--- config.mk ---
export PLATFORM = sky130hd
export DESIGN_NAME = pet_bus_top
export DESIGN_NICKNAME = d
export VERILOG_FILES = /design/src/pet_pkg.sv /design/src/spi_cmd_rx.sv /design/src/cmd_fifo.sv /design/src/bus_master.sv /design/src/pet_bus_top.sv
export VERILOG_INCLUDE_DIRS = /design/src /design/src/src
export SDC_FILE = /design/constraint.sdc
export NUM_CORES = 1
export LEC_CHECK = 0
export BUFFER_PORTS_ARGS = -buffer_cell sky130_fd_sc_hd__buf_2
export CELL_PAD_IN_SITES_DETAIL_PLACEMENT = 1
export CELL_PAD_IN_SITES_GLOBAL_PLACEMENT = 2
export CORE_UTILIZATION = 47
export DETAILED_ROUTE_END_ITERATION = 8
export PLACE_DENSITY_LB_ADDON = 0.08
export SLEW_MARGIN = 20
export SYNTH_ARGS = -nofsm -noshare
export SYNTH_HDL_FRONTEND = slang
export SYNTH_SLANG_ARGS = --single-unit
--- constraint.sdc ---
create_clock -name clk16_i -period 6.4 [get_ports clk16_i]
set_input_delay 1.28 -clock clk16_i [delete_from_list [all_inputs] [get_ports clk16_i]]
set_output_delay 1.28 -clock clk16_i [all_outputs]
set_load 0.005 [all_outputs]
--- src/pet_params.svh ---
// Bridge sizing macros, included by any RTL or testbench file that needs FIFO, strobe or command sizes
`ifndef PET_PARAMS_SVH
`define PET_PARAMS_SVH

// Commands that can wait in the queue (power of two, 2 or more)
`define PET_FIFO_DEPTH 4

// RAM OE/WE strobe length in clk16_i cycles
`define PET_STROBE_CYCLES 4

// Bytes per SPI command: control, addr hi, addr lo, data
`define PET_CMD_BYTES 4

`endif

--- src/pet_pkg.sv ---
// Shared bridge types, imported by the SPI receiver, bus master, top and testbench
package pet_pkg;

    // Direction encodings, taken from bit 0 of the control byte
    localparam logic PET_RW_READ  = 1'b1;  // Matches bus R/W high level
    localparam logic PET_RW_WRITE = 1'b0;  // Matches bus R/W low level

    // One queued bus access, 25 bits
    typedef struct packed {
        logic        rw;    // 1 = read, 0 = write
        logic [15:0] addr;  // CPU address
        logic [7:0]  data;  // Write data, don't care for reads
    } bus_cmd_t;

endpackage

--- src/spi_cmd_rx.sv ---
// SPI mode 0 peripheral that assembles MCU bus commands and returns the last read byte on POCI
`timescale 1ns/1ps
`include "pet_params.svh"

module spi_cmd_rx (
    input  logic              clk16_i,     // 16 MHz system clock
    input  logic              rst_n_i,     // Sync reset, active low
    input  logic              spi1_sck_i,  // SCK from MCU, async
    input  logic              spi1_cs_ni,  // CS from MCU, async, active low
    input  logic              spi1_rx_i,   // PICO
    input  logic [7:0]        rd_data_i,   // Last byte read by bus master
    input  logic              full_i,      // Command FIFO has no room
    output logic              spi1_tx_o,   // POCI
    output logic              push_o,      // One-cycle push into FIFO
    output pet_pkg::bus_cmd_t push_cmd_o   // Completed command
);
    import pet_pkg::*;

    localparam int BYTE_W = (`PET_CMD_BYTES > 1) ? $clog2(`PET_CMD_BYTES) : 1;

    logic [1:0]        sck_sync;     // Two-flop synchronizers
    logic [1:0]        cs_sync;
    logic [1:0]        rx_sync;
    logic              sck_prev;     // Last synced SCK, for edge detect
    logic              cs_prev;      // Last synced CS
    logic              selected;     // CS asserted in clk16_i domain
    logic              sck_rise;     // Sample PICO
    logic              sck_fall;     // Advance POCI
    logic              cs_fall;      // Start of a transfer
    logic [2:0]        bit_cnt;      // Bit within current byte
    logic [BYTE_W-1:0] byte_cnt;     // Byte within current command
    logic [7:0]        rx_shift;     // Incoming byte, MSB first
    logic [7:0]        rx_byte;      // Shift register including bit now sampled
    logic [7:0]        tx_shift;     // Outgoing read-back byte
    bus_cmd_t          cmd_q;        // Command under assembly

    // Bring the SPI pins into the clk16_i domain
    always_ff @(posedge clk16_i) begin
        if (!rst_n_i) begin
            sck_sync <= '0;
            cs_sync  <= '1;          // Deselected
            rx_sync  <= '0;
            sck_prev <= 1'b0;
            cs_prev  <= 1'b1;
        end else begin
            sck_sync <= {sck_sync[0], spi1_sck_i};
            cs_sync  <= {cs_sync[0], spi1_cs_ni};
            rx_sync  <= {rx_sync[0], spi1_rx_i};
            sck_prev <= sck_sync[1];
            cs_prev  <= cs_sync[1];
        end
    end

    assign selected = !cs_sync[1];
    assign sck_rise = selected && sck_sync[1] && !sck_prev;
    assign sck_fall = selected && !sck_sync[1] && sck_prev;
    assign cs_fall  = cs_prev && !cs_sync[1];
    assign rx_byte  = {rx_shift[6:0], rx_sync[1]};

    // Bit/byte counters and push strobe
    always_ff @(posedge clk16_i) begin
        if (!rst_n_i) begin
            bit_cnt  <= '0;
            byte_cnt <= '0;
            push_o   <= 1'b0;
        end else begin
            push_o <= 1'b0;
            if (!selected) begin
                bit_cnt  <= '0;      // CS high drops any partial command
                byte_cnt <= '0;
            end else if (sck_rise) begin
                bit_cnt <= bit_cnt + 3'd1;  // Wraps every 8 bits
                if (bit_cnt == 3'd7) begin
                    if (byte_cnt == BYTE_W'(`PET_CMD_BYTES - 1)) begin
                        byte_cnt <= '0;
                        push_o   <= !full_i;  // Dropped when queue is full
                    end else begin
                        byte_cnt <= byte_cnt + 1'b1;
                    end
                end
            end
        end
    end

    // Shift in PICO and route each finished byte into its field
    always_ff @(posedge clk16_i) begin
        if (sck_rise) begin
            rx_shift <= rx_byte;
            if (bit_cnt == 3'd7) begin
                if (byte_cnt == BYTE_W'(0)) begin
                    cmd_q.rw <= rx_byte[0];          // Control byte
                end else if (byte_cnt == BYTE_W'(1)) begin
                    cmd_q.addr[15:8] <= rx_byte;
                end else if (byte_cnt == BYTE_W'(2)) begin
                    cmd_q.addr[7:0] <= rx_byte;
                end else begin
                    cmd_q.data <= rx_byte;           // Last byte, pushed next cycle
                end
            end
        end
    end

    assign push_cmd_o = cmd_q;

    // Read-back: load on CS fall, MSB leads, zeros after byte 1
    always_ff @(posedge clk16_i) begin
        if (!rst_n_i) begin
            tx_shift <= '0;
        end else if (cs_fall) begin
            tx_shift <= rd_data_i;
        end else if (sck_fall) begin
            tx_shift <= {tx_shift[6:0], 1'b0};  // Next bit ready before next rise
        end
    end

    assign spi1_tx_o = tx_shift[7];

endmodule

--- src/cmd_fifo.sv ---
// Synchronous FIFO for any payload type, queues bus commands between SPI receiver and bus master
`timescale 1ns/1ps

module cmd_fifo #(
    parameter type payload_t = logic [7:0],  // Entry type
    parameter int  DEPTH     = 4             // Power of two, 2 or more
) (
    input  logic     clk16_i,      // 16 MHz system clock
    input  logic     rst_n_i,      // Sync reset, active low
    input  logic     push_i,       // Write push_data_i this cycle
    input  payload_t push_data_i,
    input  logic     pop_i,        // Drop head entry this cycle
    output payload_t pop_data_o,   // Head entry, valid while not empty
    output logic     empty_o,
    output logic     full_o
);
    localparam int AW = $clog2(DEPTH);

    payload_t      mem [DEPTH];   // Entry storage
    logic [AW:0]   wr_ptr;        // Extra MSB tells full from empty
    logic [AW:0]   rd_ptr;
    logic          do_push;
    logic          do_pop;

    assign empty_o = (wr_ptr == rd_ptr);
    assign full_o  = (wr_ptr[AW] != rd_ptr[AW]) && (wr_ptr[AW-1:0] == rd_ptr[AW-1:0]);

    // A pop frees the head slot, so a push can land even when full
    assign do_pop  = pop_i && !empty_o;
    assign do_push = push_i && (!full_o || do_pop);

    always_ff @(posedge clk16_i) begin
        if (!rst_n_i) begin
            wr_ptr <= '0;
            rd_ptr <= '0;
        end else begin
            if (do_push) begin
                wr_ptr <= wr_ptr + 1'b1;
            end
            if (do_pop) begin
                rd_ptr <= rd_ptr + 1'b1;
            end
        end
    end

    // Storage, no reset needed
    always_ff @(posedge clk16_i) begin
        if (do_push) begin
            mem[wr_ptr[AW-1:0]] <= push_data_i;
        end
    end

    assign pop_data_o = mem[rd_ptr[AW-1:0]];  // Unregistered head

endmodule

--- src/bus_master.sv ---
// System bus master that runs each queued command as one timed RAM read or write cycle
`timescale 1ns/1ps
`include "pet_params.svh"

module bus_master (
    input  logic              clk16_i,        // 16 MHz system clock
    input  logic              rst_n_i,        // Sync reset, active low
    input  logic              empty_i,        // No command waiting
    input  pet_pkg::bus_cmd_t pop_cmd_i,      // Head of command FIFO
    input  logic [7:0]        bus_data_i,     // Data bus from RAM
    output logic              pop_o,          // Take head command
    output logic [16:0]       bus_addr_o,     // A16 always low
    output logic              bus_addr_oe_o,
    output logic [7:0]        bus_data_o,
    output logic              bus_data_oe_o,  // Writes only
    output logic              bus_rw_o,       // 1 = read, 0 = write
    output logic              ram_oe_o,       // Active high read strobe
    output logic              ram_we_o,       // Active high write strobe
    output logic [7:0]        rd_data_o,      // Last byte read
    output logic              spi_ready_o     // Queue empty and bus idle
);
    import pet_pkg::*;

    localparam int CNT_W = $clog2(`PET_STROBE_CYCLES + 1);

    typedef enum logic [1:0] {
        ST_IDLE,
        ST_ADDR,
        ST_STROBE,
        ST_RELEASE
    } state_t;

    state_t           state;
    logic [CNT_W-1:0] strobe_cnt;   // Strobe cycles still to go, minus one
    logic             is_read;      // Direction of command in flight
    logic [15:0]      addr_q;
    logic [7:0]       data_q;

    assign pop_o = (state == ST_IDLE) && !empty_i;  // Pop cycle precedes ADDR

    // Sequencer and bus controls
    always_ff @(posedge clk16_i) begin
        if (!rst_n_i) begin
            state         <= ST_IDLE;
            strobe_cnt    <= '0;
            is_read       <= 1'b1;
            bus_addr_oe_o <= 1'b0;
            bus_data_oe_o <= 1'b0;
            bus_rw_o      <= 1'b1;      // Park bus in read
            ram_oe_o      <= 1'b0;
            ram_we_o      <= 1'b0;
            rd_data_o     <= '0;
        end else begin
            case (state)
                ST_IDLE: begin
                    if (pop_o) begin
                        state         <= ST_ADDR;
                        is_read       <= (pop_cmd_i.rw == PET_RW_READ);
                        bus_addr_oe_o <= 1'b1;
                        bus_rw_o      <= pop_cmd_i.rw;
                        bus_data_oe_o <= (pop_cmd_i.rw == PET_RW_WRITE);  // Drive data on writes
                    end
                end
                ST_ADDR: begin
                    // Address settled for one cycle, now strobe
                    state      <= ST_STROBE;
                    strobe_cnt <= CNT_W'(`PET_STROBE_CYCLES - 1);
                    ram_oe_o   <= is_read;
                    ram_we_o   <= !is_read;
                end
                ST_STROBE: begin
                    if (strobe_cnt == '0) begin
                        state         <= ST_RELEASE;
                        ram_oe_o      <= 1'b0;
                        ram_we_o      <= 1'b0;
                        bus_addr_oe_o <= 1'b0;
                        bus_data_oe_o <= 1'b0;
                        bus_rw_o      <= 1'b1;
                        if (is_read) begin
                            rd_data_o <= bus_data_i;  // Sample at end of OE
                        end
                    end else begin
                        strobe_cnt <= strobe_cnt - 1'b1;
                    end
                end
                default: begin
                    state <= ST_IDLE;  // RELEASE, bus floats one cycle
                end
            endcase
        end
    end

    // Address and data payload, held for the whole access
    always_ff @(posedge clk16_i) begin
        if (pop_o) begin
            addr_q <= pop_cmd_i.addr;
            data_q <= pop_cmd_i.data;
        end
    end

    assign bus_addr_o  = {1'b0, addr_q};  // 6502 bus is 16 bits wide
    assign bus_data_o  = data_q;
    assign spi_ready_o = empty_i && (state == ST_IDLE);

endmodule

--- src/pet_bus_top.sv ---
// Pin-level top of the MCU bridge: active-low pin conversion, per-bit output enables and the datapath
`timescale 1ns/1ps
`include "pet_params.svh"

module pet_bus_top (
    input  logic        clk16_i,           // 16 MHz system clock
    input  logic        rst_n_i,           // Sync reset, active low

    // SPI1 from MCU
    input  logic        spi1_sck_i,        // SCK
    input  logic        spi1_cs_ni,        // CS, active low
    input  logic        spi1_mcu_tx_i,     // PICO
    output logic        spi1_mcu_rx_o,     // POCI
    output logic        spi1_mcu_rx_oe,    // Drive POCI only while selected
    output logic        spi_ready_no,      // Low when bridge can take a command

    // System bus
    output logic [15:0] bus_addr_15_0_o,
    output logic [15:0] bus_addr_15_0_oe,
    output logic        bus_addr_16_o,     // Output only
    input  logic [7:0]  bus_data_7_0_i,
    output logic [7:0]  bus_data_7_0_o,
    output logic [7:0]  bus_data_7_0_oe,
    output logic        bus_rw_no,         // 0 = write, 1 = read
    output logic        bus_rw_noe,

    // RAM strobes
    output logic        ram_oe_no,
    output logic        ram_we_no
);
    import pet_pkg::*;

    logic       push;          // Receiver to FIFO
    bus_cmd_t   push_cmd;
    logic       full;
    logic       pop;           // FIFO to bus master
    bus_cmd_t   pop_cmd;
    logic       empty;
    logic [7:0] rd_data;       // Read-back to receiver
    logic       bus_addr_oe;   // Single enables, fanned out per pin
    logic       bus_data_oe;
    logic       ram_oe;        // Active high internally
    logic       ram_we;
    logic       spi_ready;

    assign bus_addr_15_0_oe = {16{bus_addr_oe}};
    assign bus_data_7_0_oe  = {8{bus_data_oe}};
    assign bus_rw_noe       = bus_addr_oe;   // R/W driven with the address

    assign ram_oe_no      = !ram_oe;
    assign ram_we_no      = !ram_we;
    assign spi_ready_no   = !spi_ready;
    assign spi1_mcu_rx_oe = !spi1_cs_ni;

    spi_cmd_rx spi_cmd_rx_i (
        .clk16_i    (clk16_i),
        .rst_n_i    (rst_n_i),
        .spi1_sck_i (spi1_sck_i),
        .spi1_cs_ni (spi1_cs_ni),
        .spi1_rx_i  (spi1_mcu_tx_i),  // PICO in
        .rd_data_i  (rd_data),
        .full_i     (full),
        .spi1_tx_o  (spi1_mcu_rx_o),  // POCI out
        .push_o     (push),
        .push_cmd_o (push_cmd)
    );

    cmd_fifo #(
        .payload_t (bus_cmd_t),
        .DEPTH     (`PET_FIFO_DEPTH)
    ) cmd_fifo_i (
        .clk16_i     (clk16_i),
        .rst_n_i     (rst_n_i),
        .push_i      (push),
        .push_data_i (push_cmd),
        .pop_i       (pop),
        .pop_data_o  (pop_cmd),
        .empty_o     (empty),
        .full_o      (full)
    );

    bus_master bus_master_i (
        .clk16_i       (clk16_i),
        .rst_n_i       (rst_n_i),
        .empty_i       (empty),
        .pop_cmd_i     (pop_cmd),
        .bus_data_i    (bus_data_7_0_i),
        .pop_o         (pop),
        .bus_addr_o    ({bus_addr_16_o, bus_addr_15_0_o}),
        .bus_addr_oe_o (bus_addr_oe),
        .bus_data_o    (bus_data_7_0_o),
        .bus_data_oe_o (bus_data_oe),
        .bus_rw_o      (bus_rw_no),     // Same polarity as the pin
        .ram_oe_o      (ram_oe),
        .ram_we_o      (ram_we),
        .rd_data_o     (rd_data),
        .spi_ready_o   (spi_ready)
    );

endmodule

---- Yosys cells after proc, flatten, opt, wreduce, memory -nomap -nowiden ----
Memory sizes are Yosys's and may differ from the RTL's. A register that Yosys moved wholly into a read port is not among the register bits.
Cells that the tools add are included.
operators by class
  $add $sub $neg .......................... 5
  multiply operators ...................... 0
  divide/modulo/power cells ............... 0
  magnitude comparators ................... 0
  equality and inequality tests ........... 12
  shift-type cells ........................ 0
  mux-type cells .......................... 22
  bitwise operators ....................... 8
  reductions and logical operators ........ 40
operators by type and width
  kind                                           count
  2-to-1 mux 8 bit                               2
  logical AND 1 bit                              10
  logical NOT 1 bit                              10
  2-to-1 mux 2 bit                               5
  case mux 1 bit (2 select lines)                5
  AND reduction 2 bit                            5
  AND reduction 5 bit                            2
  adder 3 x 1 -> 3 bit, second input constant    3
  AND reduction 3 bit                            3
  NOT 1 bit                                      8
  2-to-1 mux 1 bit                               7
  == test 2 bit, second input constant           3
  case mux 2 bit (3 select lines)                1
  case mux 3 bit (2 select lines)                1
  nonzero test 2 bit                             3
  OR reduction 5 bit                             1
  == test 2 x 1 -> 1 bit, second input constant  2
  logical NOT 2 bit                              2
  inequality test 2 bit, second input constant   2
  AND reduction 4 bit                            1
  == test 3 bit                                  1
  == test 3 bit, second input constant           1
  logical NOT 3 bit                              1
  2-to-1 mux 3 bit                               1
  7 further kinds                                7
word-level totals
  bits in registers ....................... 103
  latch bits .............................. 0
  memory bits (writable) .................. 100
  memory bits (read-only) ................. 0
  output and inout port bits .............. 56
  logic and storage cells ................. 115
  memories kept ........................... 1
memory list
  memory          words  bits a word  rd ports  clocked after memory_dff  write ports  RTL line        source
  cmd_fifo_i.mem  4      25           1         1                         1            cmd_fifo.sv:19  payload_t mem [DEPTH];

---- Longest topological paths before layout ----
Gate-level depths: netlist of the first run.
  depth in word-level cells ............... 8
  gate-level depth with buffers ........... 8
  mapped depth without buffers ............ 6

---- By module ----
A second synthesis of the first run with hierarchy kept.
unflattened totals
  cells, all modules ...................... 460
  area total of the unflattened synthesis .. 7865.0 sq um
modules (own cells, without submodules)
  module       instances  cells each  area an instance (sq um)
  cmd_fifo     1          185         4129.0
  spi_cmd_rx   1          123         1910.6
  bus_master   1          124         1630.3
  pet_bus_top  1          28          195.2

---- Least setup slack after synthesis of the first run ----
No wires, ideal clock.
  kind .................................... reg-to-reg
  start ................................... reg spi_cmd_rx_i.sck_sync[1]
  end ..................................... reg spi_cmd_rx_i.cmd_q (netlist bit spi_cmd_rx_i.push_cmd_o[10]) (enable)
  setup time .............................. 0.398 ns
  arrival ................................. 2.223 ns
  path slack .............................. 3.779 ns
  stages on the path, launching flop included .. 4
  path buffers ............................ 0
  clock period less this slack ............ 2.621 ns
  cell sequence ........................... dfxtp_1 > nor3b_1 > nand2_1 > nor4b_1
on the way
  cells in the longest elaborated chain, start to end .. 3
ends and longest elaborated chain
  item                                  RTL line          source
  start, declared                       spi_cmd_rx.sv:21  logic [1:0] sck_sync;
  start signal, assigned                spi_cmd_rx.sv:46  sck_sync <= {sck_sync[0], spi1_sck_i};
  logical AND 1 bit (2 in a row)        spi_cmd_rx.sv:55  assign sck_rise = selected && sck_sync[1] && !sck_prev;
  named net spi_cmd_rx_i.sck_rise       spi_cmd_rx.sv:27  logic sck_rise;
  AND reduction 5 bit (no source line)  --
  end, declared                         spi_cmd_rx.sv:35  bus_cmd_t cmd_q;
The timed path passes the listed nets, and every way through them passes these cells.
A chain may end at the register's enable or synchronous reset.

---- Worst setup path in the final report of the first run ----
  start ................................... reg bus_master_i.state[0]
  end ..................................... out spi_ready_no
on the way
  cells in the longest elaborated chain, start to end .. 3
ends and longest elaborated chain
  item                    RTL line           source
  start, declared         bus_master.sv:33   state_t state;
  start signal, assigned  bus_master.sv:44   state <= ST_IDLE;
  start signal, assigned  bus_master.sv:57   state <= ST_ADDR;
  start signal, assigned  bus_master.sv:66   state <= ST_STROBE;
  logical NOT 2 bit       bus_master.sv:103  assign spi_ready_o = empty_i && (state == ST_IDLE);
  logical AND 1 bit       bus_master.sv:103
  logical NOT 1 bit       pet_bus_top.sv:52  assign spi_ready_no = !spi_ready;
  end, declared           pet_bus_top.sv:15  output logic spi_ready_no,
Every way passes these cells.

==> flow_results.org, run 1 <==
** Global routing
- The initial antenna violation count is 0.
- Across every metal layer, demand over resource in global routing totals 17.2%.
- Total global routing overflow :: 0
- First-pass GRT wire length :: 21.5 mm
- The number of global-route vias before repair is 3934.
- Entering global routing, the biggest net connects 49 pins.

** Critical path
- The worst setup path is captured at an output pin.
- Cell at the slowest stage of the critical path :: or4_4
- In this run the worst setup path begins at bus_master_i.state[0].
- For the worst setup path, the data arrival time is 1.98 ns.
- By startpoint and endpoint, the worst setup path is classified as reg -> out.
- Critical Path Source Type :: flip-flop
- In this run the worst path has a maximum fanout of 5.
- On the worst path, the slowest cell contributes a delay of 0.56 ns.
- For flop-to-flop paths, the worst setup slack is 4.21 ns.
- Crit Reg-Reg Startpoint :: spi_cmd_rx_i.bit_cnt[0]
- At the worst endpoint, the required time is slightly above 5 ns.
- Among the stages of the critical path, the cell type that occurs most often is inv_1.
- Walking the worst path, the cells encountered are inv_1, ha_1, inv_1, or4_4, buf_2.

** Synthesis
- Flip-flop and latch count after synthesis :: 205
- Fraction of the yosys area taken by sequential cells :: 73.6%
- Proportion of netlist area held by the largest area contributor :: 60.9%
- Main flop type after synthesis :: edfxtp_1
- The average instance in the mapped netlist occupies 17.2 um^2.
- Async set or reset register ratio after synthesis :: 0%
- Number of different library cells in the post-synthesis netlist :: 46
- Ranking of synthesized cells by area :: edfxtp_1 (61%), dfxtp_1 (13%), mux4_2 (7.3%)
- The synthesized design contains 156 enable-type register cells.
- The mapped netlist covers 7690 um^2.
- Synthesis produced a netlist whose cell count is around 450.
- For this run, the number of Yosys warnings is 0.
- The largest total area in the synthesized netlist belongs to edfxtp_1.
- Synthesis produced a netlist with a net count of 476.
- Yosys instantiated no cell more often than edfxtp_1.
- Commonest cells in the netlist :: edfxtp_1 (156), dfxtp_1 (49), nand2_1 (35), buf_4 (25), mux4_2 (25)

** Floorplanning
- Once the floorplan was initialized, standard cells occupied between 40 and 50% of the core.
- After floorplanning, the core was sized to cover 15900 um^2.
- IO Pins :: ~70
- The die covers 16900 um^2.
- From bottom edge to top edge, the die measures approximately 130 um.
- Overall die width :: 130 um
- The floorplan has 46 rows.

** Pwr
- The worst-case IR drop observed on VDD is 217 uV.
- Total power for the finished layout comes to just under 0.003 W.
- Leakage power figure :: 3.15 nW
- Dividing total power by cell area gives a power density of 333 nW/um^2.

** Cells and area
- Across the whole layout, storage elements account for 5670 um^2.
- Counting the fill cells in the layout gives 1520.
- 0 antenna diodes ended up in the layout.
- In the final layout, the multi-input gates occupy 1720 um^2.
- The net count of the finished layout is 535.
- The post-route netlist has roughly a quarter of its cells at a drive strength greater than 1.
- Area growth from synthesis to final layout :: 14.4%

** Worst hold path
- In this run the most critical hold path is launched from spi_cmd_rx_i.cs_sync[0].
- The path class of the tightest hold or removal check is reg -> reg.

** Clock network
- After clock tree synthesis, the clock-pin slew on the worst setup and hold paths is 0.06 ns.
- Count of cells resized by post-cts repair :: 0
- The tree is rooted in a clkbuf_16.
- Sink Count :: 205
- Clock tree from TritonCTS :: yes
- Level count of the clock H-tree :: 1
- Clock tree buffer depth :: 3
- Counting the buffers created by CTS gives 22.
- Clk Latency, worst-skew pair :: 0.51 ns
- Count of hold buffers inserted by post-cts repair :: 0
- Post-CTS repair timing setup buffer count :: 0

** Timing
- Based on the critical path, the design can be clocked at up to between 300 and 400 MHz.
- Max-slew violation count :: 0
- The number of hold-slack violations in the final timing report is 0.
- Final setup violation count :: 0
- The smallest clock period supported by the final layout is computed as roughly 3.3 ns.
- Max-Slew Margin vs Limit :: 36.4%
- RSZ-0062 raised after global routing :: false
- Dividing the final minimum period by the clock period gives 50.9%.
- Summed over all failing endpoints, the final setup total negative slack is 0 ns.
- At the pin with the least slew margin, the transition time is around 0.95 ns.
- The clock arrives with about 0.022 ns of skew.

** Flow run
- Number of max-cap violations :: 0

** Drt
- Routed wire length :: 13.8 mm
- The pre-antenna-repair detailed-routing pass consisted of 6 iterations.
- Post-detailed-route via-to-cell ratio :: between 5 and 6
- For this run, design rule violations remaining after detail routing come to 0.
- In this run the remaining antenna-violating nets after routing total 0.
- For this block, the via count after detailed routing is approximately 3800.
- DRC marker count from the first detailed-route iteration :: 204
- In the final routed layout, each cell accounts on average for 18.7 um.

** Placed design
- The count of buffers added on input and output ports is 67.
- Detailed placement HPWL :: 8.32 mm
- Weighted congestion reported at the end of routability-driven placement :: roughly 0.68

** Run status
- The run finished with clean final reports.
-- per-layer routing --
| layer | vias up | share of wire [%] | GRT usage [%] |
|---|---|---|---|
| li1 | 1754 | - | - |
| met1 | 1913 | 47 | 23.8 |
| met2 | 90 | 48 | 28.2 |
| met3 | 19 | 4.1 | 2.83 |
| met4 | 0 | 1.3 | 4.79 |
| met5 | - | 0 | 0 |
-- power by group --
group          total (W)  internal (W)  switching [W]
registers        0.00149       0.00147      0.0000221
clock network    0.00118      0.000679       0.000498
logic           0.000258      0.000125       0.000133
total            0.00293       0.00227       0.000653
-- sequential cells by signal (all words and copies together), names as in the netlist, 7 cells and up, named ones only --
name / count
spi_cmd_rx_i.rx_shift: 7
bus_master_i.addr_q: 16
spi_cmd_rx_i.push_cmd_o: 25
spi_cmd_rx_i.tx_shift: 8
bus_master_i.bus_data_o: 8
cmd_fifo_i.mem: 100
bus_master_i.rd_data_o: 8
-- layout by cell type, fill, tap and decap left out, types with 2 or more instances in the layout --
master     count
a31oi_1        2
xor2_1         2
o21ai_0        5
a21boi_0      10
nand2_1       35
or3_1          2
inv_1         17
nor2_1         6
and2_1        15
buf_2         67
mux4_2        25
edfxtp_1     156
clkinv_2       2
clkinv_1       7
nor2b_1        5
ha_1          16
xnor2_1        4
nand2b_1       5
clkbuf_1       5
o211a_1        8
nor4b_1        2
dfxtp_1       49
buf_4          9
nor3_1         3
clkbuf_16     22
a21oi_1        3
mux2i_1       11
nand3_1        3
-- cell type report --
cell class / count / share of cell area, %
flip-flops and latches: 205 / 64.4
repair buffers: 76 / 4.58
multi-input cells: 184 / 19.5
inverters: 17 / 0.725
clock inverters: 13 / 1.28
clock buffers: 27 / 6.47
well taps: 216 / 3.07
-- path summary, 6_finish.rpt --
path                                               endpoint  depth (start not counted)
worst max-delay path                           spi_ready_no                          5
worst min-delay path                spi_cmd_rx_i.cs_sync[1]                          1
worst max register to register  spi_cmd_rx_i.push_cmd_o[16]                          4
worst min register to register      spi_cmd_rx_i.cs_sync[1]                          1
-- cell families (layout without fill, tap and decap cells) --
group / Yosys count / in the layout / share of synthesized area [%]
buffers and inverters: 58 / 133 / 4.13
DFF: 205 / 205 / 73.6
AOI/OAI and AO/OA: 39 / 39 / 4.02
adders and majority gates: 16 / 16 / 2.60
muxes: 36 / 36 / 8.75
other: 1 / 1 / 0.0487
xor gates and xnor gates: 7 / 7 / 0.895
and+or+nand+nor: 85 / 85 / 5.90
-- stage by stage --
step                worst slack (ns)  area (um^2)  util [%]  hold WS (ns)  std cells
floorplan                       3.78         7690         -         0.386        447
global placement                3.59         8110      50.9         0.423        698
detailed placement              3.58         8110      50.9         0.413        698
CTS                             3.10         8790      55.2         0.441        738
global route                    3.04         8800      55.2         0.470        738
finish                          3.14         8800      55.2         0.436        738
-- worst max-delay path, delay by kind of cell, from the launching register on --
family	cells	cell delay, ns
and+or+nand+nor	1	0.56
buffers and inverters	3	0.31
adders and majority gates	1	0.29
DFF	1	0.33
No activity file was read; power rests on OpenSTA's default activity.
==> inputs of run 2 (changes only) <==
--- a/config.mk
+++ b/config.mk
@@ -9,7 +9,7 @@
 export BUFFER_PORTS_ARGS = -buffer_cell sky130_fd_sc_hd__buf_2
 export CELL_PAD_IN_SITES_DETAIL_PLACEMENT = 1
 export CELL_PAD_IN_SITES_GLOBAL_PLACEMENT = 2
-export CORE_UTILIZATION = 47
+export CORE_UTILIZATION = 44
 export DETAILED_ROUTE_END_ITERATION = 8
 export PLACE_DENSITY_LB_ADDON = 0.08
 export SLEW_MARGIN = 20
==> constraint.sdc (replaced) <==
create_clock -name clk16_i -period 3.2 [get_ports clk16_i]
set_input_delay 0.64 -clock clk16_i [delete_from_list [all_inputs] [get_ports clk16_i]]
set_output_delay 0.64 -clock clk16_i [all_outputs]
set_load 0.005 [all_outputs]
==> run 2 against run 1 <==
Combinational power is 99% higher. Global-route usage is 1.1 points lower. Total power is 110% higher. Final cell count is 0.95% higher. Count of clock-buffer cells in the layout stayed put. Cell area is 1.4% higher. Largest power group unchanged. Highest routed layer unchanged.
==> flow_results.org, run 2 (same netlist as run 1, synthesis figures left out) <==
** Run status
- Outcome: finished clean (unchanged).

** Critical path
- The worst path arrival time was 1.93 ns (was 1.98 ns).
- Worst endpoint required time :: 2.56 ns (was 5.12 ns)
- Critical Path Sink Type :: output pin (unchanged)
- The peak fanout along the critical path came to 5 (unchanged).
- Worst Setup Path Type :: reg -> out (unchanged)
- Critical Path Source Type :: flip-flop (unchanged)

** Flow run
- The number of max-cap violations is 0 (unchanged).

** Cells and area
- The fill cell total of the finished layout is 1590 (was 1520).
- Leading cell types in the layout, fill and taps excluded :: edfxtp_1 (156), buf_2 (67), dfxtp_1 (49) (unchanged)
- The area growth from synthesis to layout is 16.0% (was 14.4%).
- Finished Layout Cells :: 745 (was 738)
- Layout cell share with drive strength beyond 1 :: 27.4% (was 26.2%)
- The number of antenna diodes is 0 (unchanged).
- The number of flip-flops in the largest register came to 100 (unchanged).
- Layout Nets :: 538 (was 535)
- The summed area of non-filler cells in the final layout was 8930 um^2 (was 8800 um^2).
- Commonest non-fill, non-tap cell in the layout :: edfxtp_1 (unchanged)

** Timing
- RSZ-0062 raised after global routing: false (unchanged).
- The worst max-slew margin expressed relative to the limit was 40.5% (was 36.4%).
- Ratio of final minimum period to clock period :: 80.2%
- Final setup violation count :: 0 (unchanged)
- Worst setup skew after layout :: 0.0195 ns (was 0.0223 ns)
- For this run, the top clock speed supported by timing is 390 MHz.
- The worst path needs between 2 and 3 ns of the cycle, external delays included.
- The least setup slack across all paths after layout was 0.635 ns (was 3.14 ns).
- Max-slew violation count :: 0 (unchanged)
- Pin slew with the least headroom to its limit :: 0.891 ns (was 0.953 ns)
- Final setup TNS :: 0 ns (unchanged)
- The number of hold-slack violations in the final timing report came to 0 (unchanged).

** Placed design
- Minimum setup slack after placement :: 1.11 ns (was 3.58 ns)
- The HPWL after detailed placement came to 8.55 mm (was 8.32 mm).
- The global placement routability congestion is 0.672 (was 0.685).
- The number of placed instances with taps included is 705 (was 698).
- Placed cell area :: 8140 um^2 (was 8110 um^2)
- The count of buffers inserted at the top-level ports came to 67 (unchanged).

** Clock network
- The maximum buffer depth of the clock tree is 3 (unchanged).
- The number of hold-repair buffers added at the cts stage came to 0 (unchanged).
- Clock tree from TritonCTS :: yes (unchanged)
- The total number of H-tree levels is 1 (unchanged).
- The number of sinks handled by clock tree synthesis was 205 (unchanged).
- Root cell of the clock tree :: clkbuf_16 (unchanged)
- The clock transition at the register clock pins on the worst setup and hold paths after CTS came to 0.06 ns (about the same).
- Count of cells resized by post-cts repair :: 0 (unchanged)
- Number of clock buffers inserted by TritonCTS :: 22 (unchanged)
- The number of setup buffers added after CTS is 0 (unchanged).
- Clk Latency, worst-skew pair :: 0.50 ns (was 0.51 ns)

** Drt
- DRC marker count from the first detailed-route iteration :: 225 (was 204)
- The wire length per cell after detailed routing was 18.5 um (was 18.7 um).
- The remaining antenna violation count is 0 (unchanged).
- The total number of vias came to 3782 (was 3776).
- The number of search-and-repair iterations in the first detailed-routing pass is 4 (was 6).
- The average vias per placed instance is 5.08 (was 5.12).
- DRC violation count after routing :: 0 (unchanged)
- Routed wire length :: 13.8 mm (about the same)

** Floorplanning
- Overall die area :: 18000 um^2 (was 16900 um^2)
- Die Ht :: 134 um (was 130 um)
- Initial Utilization :: 45.7% (was 48.2%)
- IO Pins :: 69 (unchanged)
- The placeable core region is 16800 um^2 (was 15900 um^2).
- Overall die width :: 134 um (was 130 um)
- The number of standard-cell rows in the floorplan was 47 (was 46).

** Worst hold path
- Classification of the worst-slack hold path :: in -> reg (was reg -> reg)

** Global routing
- Number of antenna violations at the first check in global routing :: 0 (unchanged)
- Maximum number of pins on one net before global-route repair :: 32 (was 49)
- Total global routing overflow :: 0 (unchanged)
- The global-route wire length before repair came to 21.9 mm (was 21.5 mm).
- Gr usage total :: 16.1% (was 17.2%)
- Via count of the first global-routing pass :: 4040 (was 3934)

** Pwr
- Power density normalized to cell area :: 694 nW/um^2 (was 333 nW/um^2)
- The combinational fraction of design power came to 8.3% (was 8.8%).
- Share of total power in sequential cells :: 48.2% (was 51.0%)
- Switching share of power :: 20.8% (was 22.3%)
- Share of total power in the clock network :: 43.5% (was 40.2%)
- The static leakage power is 3.22 nW (was 3.15 nW).
- The switching component of the power came to 0.00129 W (was 0.000653 W).
- Cell internal power dissipation :: 0.00491 W (was 0.00227 W)
- The worst ir drop on vdd came to 437 uV (was 217 uV).
## run 2: metrics by stage
step	hold slack, ns	total power, W	utilization (%)
2_1_floorplan	0.386	0.00344	-
3_3_place_gp	0.406	0.00355	48.4
3_5_place_dp	0.399	0.00357	48.4
4_1_cts	0.342	0.00627	53.1
5_1_grt	0.352	0.00643	53.1
6_report	0.357	0.00619	53.1
## run 2: worst paths after layout
check | from | end | slack [ns] | cells after the start
worst max register to register | cmd_fifo_i.wr_ptr[0] | cmd_fifo_i.mem[3][8] | 1.15 | 4
worst min-delay path | spi1_mcu_tx_i | spi_cmd_rx_i.rx_sync[0] | 0.36 | 2
worst max-delay path | bus_master_i.state[0] | spi_ready_no | 0.63 | 5
worst min register to register | spi_cmd_rx_i.cs_sync[0] | spi_cmd_rx_i.cs_sync[1] | 0.41 | 1
## run 2: critical path, stage by stage (launching register included)
cell and delay (ns):
dfxtp_1 0.32, inv_1 0.08, ha_1 0.28, inv_1 0.07, or4_4 0.55, buf_2 0.14
## run 2: routing by layer
layer	GRT usage, %	vias up	share of wire, %
met5	0	-	0
met4	4.56	0	1.6
met3	2.65	17	4.7
met2	27.1	89	49
met1	21.5	1913	45
li1	-	1763	-
## run 2: power groups by stage
stage / logic, W / clock network [W] / registers [W]
floorplan: 0.000400 / 0 / 0.00304
global placement: 0.000516 / 0 / 0.00304
detailed placement: 0.000525 / 0 / 0.00304
CTS: 0.000529 / 0.00275 / 0.00299
global route: 0.000572 / 0.00286 / 0.00300
finish: 0.000513 / 0.00269 / 0.00298
## run 2: layout make-up
class	instances	area (um^2)	area share (%)
clock inverter	13	198	2.21
tap	220	275	3.08
multi-input combinational	184	1710	19.1
timing repair buffer	79	425	4.77
sequential	205	5670	63.5
clock buffer	27	589	6.60
inverter	17	63.8	0.715
==> inputs of run 3 (changes only) <==
==> constraint.sdc (replaced) <==
create_clock -name clk16_i -period 2.5 [get_ports clk16_i]
set_input_delay 0.5 -clock clk16_i [delete_from_list [all_inputs] [get_ports clk16_i]]
set_output_delay 0.5 -clock clk16_i [all_outputs]
set_load 0.005 [all_outputs]
==> run 3 against run 2 <==
Worst setup slack got worse by 0.54 ns. Final cell count is 0.27% higher. Die area unchanged. Cell area shrank 0.15%. Register-to-register slack got worse by 0.71 ns. Combinational power increased by 30%. Routed wire length up 0.51%. Clock power grew 19%. First-iteration DRC count decreased by 26%. Clock skew is 0.0065 ns higher.
==> flow_results.org, run 3 (same netlist as run 1, synthesis figures left out) <==
** Drt
- The remaining antenna violation count was 0 (unchanged).
- The average vias per placed instance came to 5.03 (was 5.08).
- The DRC violation count after routing came to 0 (unchanged).
- The number of design-rule violations left by the first detailed-router iteration was 166 (was 225).
- The wire length per cell after detailed routing was 18.6 um (was 18.5 um).
- Routed wire length :: 13.9 mm (was 13.8 mm)
- Vias after detailed routing :: 3761 (was 3782)
- Length of the first detailed-routing pass in iterations :: 6 (was 4)

** Floorplanning
- The I/O pin count came to 69 (unchanged).
- Core Area :: 16800 um^2 (unchanged)
- The floorplan die area was 18000 um^2 (unchanged).
- Die Ht :: 134 um (unchanged)
- Row count :: 47 (unchanged)
- The horizontal die dimension is 134 um (unchanged).
- Initial Utilization :: 45.7% (unchanged)

** Clock network
- The number of setup buffers added after CTS is 0 (unchanged).
- Number of clock buffers inserted by TritonCTS :: 22 (unchanged)
- Clock tree buffer depth :: 3 (unchanged)
- Clk Latency, worst-skew pair :: 0.52 ns (was 0.50 ns)
- Clock-pin slew on the worst setup and hold paths :: 0.06 ns (about the same)
- The total number of H-tree levels is 1 (unchanged).
- The clock root buffer is clkbuf_16 (unchanged).
- The CTS tree is yes (unchanged).
- Sink Count :: 205 (unchanged)

** Critical path
- Most used cell along the critical path :: inv_1 (unchanged)
- Worst endpoint required time :: 2.00 ns (was 2.56 ns)
- Launching instance or port of the critical path :: bus_master_i.state[0] (unchanged)
- The critical register-to-register path startpoint was cmd_fifo_i.rd_ptr[0] (was cmd_fifo_i.wr_ptr[0]).
- The startpoint class of the critical path is a flip-flop (unchanged).
- The category of the most critical setup path was reg -> out (unchanged).
- The master of the slowest instance on the critical path was or4_4 (unchanged).
- The critical path's largest stage delay was 0.55 ns (about the same).
- The kind of end point of the critical path is an output pin (unchanged).
- The peak fanout along the critical path came to 5 (unchanged).
- The depth of the most critical reg-to-reg path came to 4 (unchanged).
- The worst path arrival time was 1.91 ns (was 1.93 ns).
- Worst path cell trace :: inv_1, ha_4, inv_1, or4_4, buf_2 (was inv_1, ha_1, inv_1, or4_4, buf_2)
- The slack of the worst reg-to-reg path was 0.44 ns (was 1.15 ns).

** Timing
- The total negative slack for setup checks came to 0 ns (unchanged).
- After layout, the worst path uses 96.3% of the clock period.
- Pin slew with the least headroom to its limit :: 0.619 ns (was 0.891 ns)
- Subtracting the final worst setup slack from the clock period gives about 2.4 ns.
- The worst max-slew margin expressed relative to the limit is 58.3% (was 40.5%).
- The clock skew after layout came to 0.0260 ns (was 0.0195 ns).
- Max-slew violation count :: 0 (unchanged)
- The number of endpoints failing setup at the final stage is 0 (unchanged).
- Based on the critical path, the design can be clocked at up to 415 MHz.
- Final hold violation count :: 0 (unchanged)

** Pwr
- The worst ir drop on vdd came to 427 uV (was 437 uV).
- Power density normalized to cell area :: 864 nW/um^2 (was 694 nW/um^2)
- Leakage power figure :: 3.20 nW (was 3.22 nW)
- Total power draw :: 0.00770 W (was 0.00619 W)

** Global routing
- Maximum number of pins on one net before global-route repair :: 26 (was 32)
- The initial antenna violation count was 0 (unchanged).
- The number of global-route vias before repair came to 3878 (was 4040).
- The global-route wire length before repair is 21.4 mm (was 21.9 mm).
- Total global routing overflow :: 0 (unchanged)
- The combined global-route utilization of all metal layers came to 15.9% (was 16.1%).

** Cells and area
- Antenna diode instance count :: 0 (unchanged)
- The area growth from synthesis to layout came to 15.9% (was 16.0%).
- The most common cell after layout, fill and taps aside is edfxtp_1 (unchanged).
- Layout cell share with drive strength beyond 1 :: 28.1% (was 27.4%)
- The post-layout utilization of the core came to 53.0% (was 53.1%).
- The number of flip-flops in the largest register was 100 (unchanged).
- Layout Nets :: 540 (was 538)
- Leading cell types in the layout, fill and taps excluded :: edfxtp_1 (156), buf_2 (67), dfxtp_1 (49) (unchanged)
- The summed area of non-filler cells in the final layout came to 8910 um^2 (was 8930 um^2).

** Worst hold path
- Beginning of the worst hold path :: spi1_cs_ni (was spi1_mcu_tx_i)
- Classification of the worst-slack hold path :: in -> reg (unchanged)
- Worst hold path cell count :: 3 (was 2)

** Placed design
- The global placement routability congestion was 0.693 (was 0.672).
- The count of buffers inserted at the top-level ports was 67 (unchanged).
- The area after detailed placement came to 8160 um^2 (was 8140 um^2).
- Detailed placement HPWL :: 8.56 mm (was 8.55 mm)

** Run status
- Outcome: finished clean (unchanged).

** Flow run
- The number of max-cap violations is 0 (unchanged).
[run 3: what timing repair did]
item / in CTS / in global routing
hold buffers: 0 / 0
cloned: 0 / 0
pin swaps: 0 / 0
gates resized for setup: 1 / 1
setup endpoints to repair: 1 / 1
[run 3: cell type report]
| cell class | count | area (um^2) |
|---|---|---|
| well taps | 220 | 275 |
| clock inverters | 14 | 144 |
| multi-input cells | 184 | 1730 |
| repair buffers | 81 | 440 |
| fillers | 1611 | 7910 |
| clock buffers | 26 | 596 |
| inverters | 17 | 63.8 |
| flip-flops and latches | 205 | 5670 |
[run 3: layer usage]
layer  vias to the layer above  part of all wire (%)  track usage, %
met1                      1890                    47            21.7
met3                        17                   4.6            3.17
met2                        84                    47            25.8
met4                         0                   1.5            4.99
li1                       1770                     -               -
met5                         -                     0               0
[run 3: path summary, 6_finish.rpt]
check | end
worst max-delay path | spi_ready_no
worst min-delay path | spi_cmd_rx_i.cs_sync[0]
worst max register to register | cmd_fifo_i.mem[3][16]
worst min register to register | spi_cmd_rx_i.cs_sync[1]
[run 3: stage by stage]
step / setup slack (ns) / instances / hold WS, ns
2_1_floorplan: -0.00949 / 447 / 0.386
3_3_place_gp: 0.501 / 707 / 0.403
3_5_place_dp: 0.424 / 707 / 0.397
4_1_cts: 0.0355 / 747 / 0.187
5_1_grt: -0.00530 / 747 / 0.188
6_report: 0.0929 / 747 / 0.198
[run 3: critical path, delay by kind of cell, from the launching register on]
family / cells / cell delay (ns)
fa+ha+maj: 1 / 0.20
buf+inv: 3 / 0.34
flops: 1 / 0.33
simple gates: 1 / 0.55
[run 3: power breakdown]
part | switching [W] | internal [W]
combinational | 0.000337 | 0.000329
clock | 0.00129 | 0.00192
sequential | 0.0000587 | 0.00376
total | 0.00169 | 0.00601
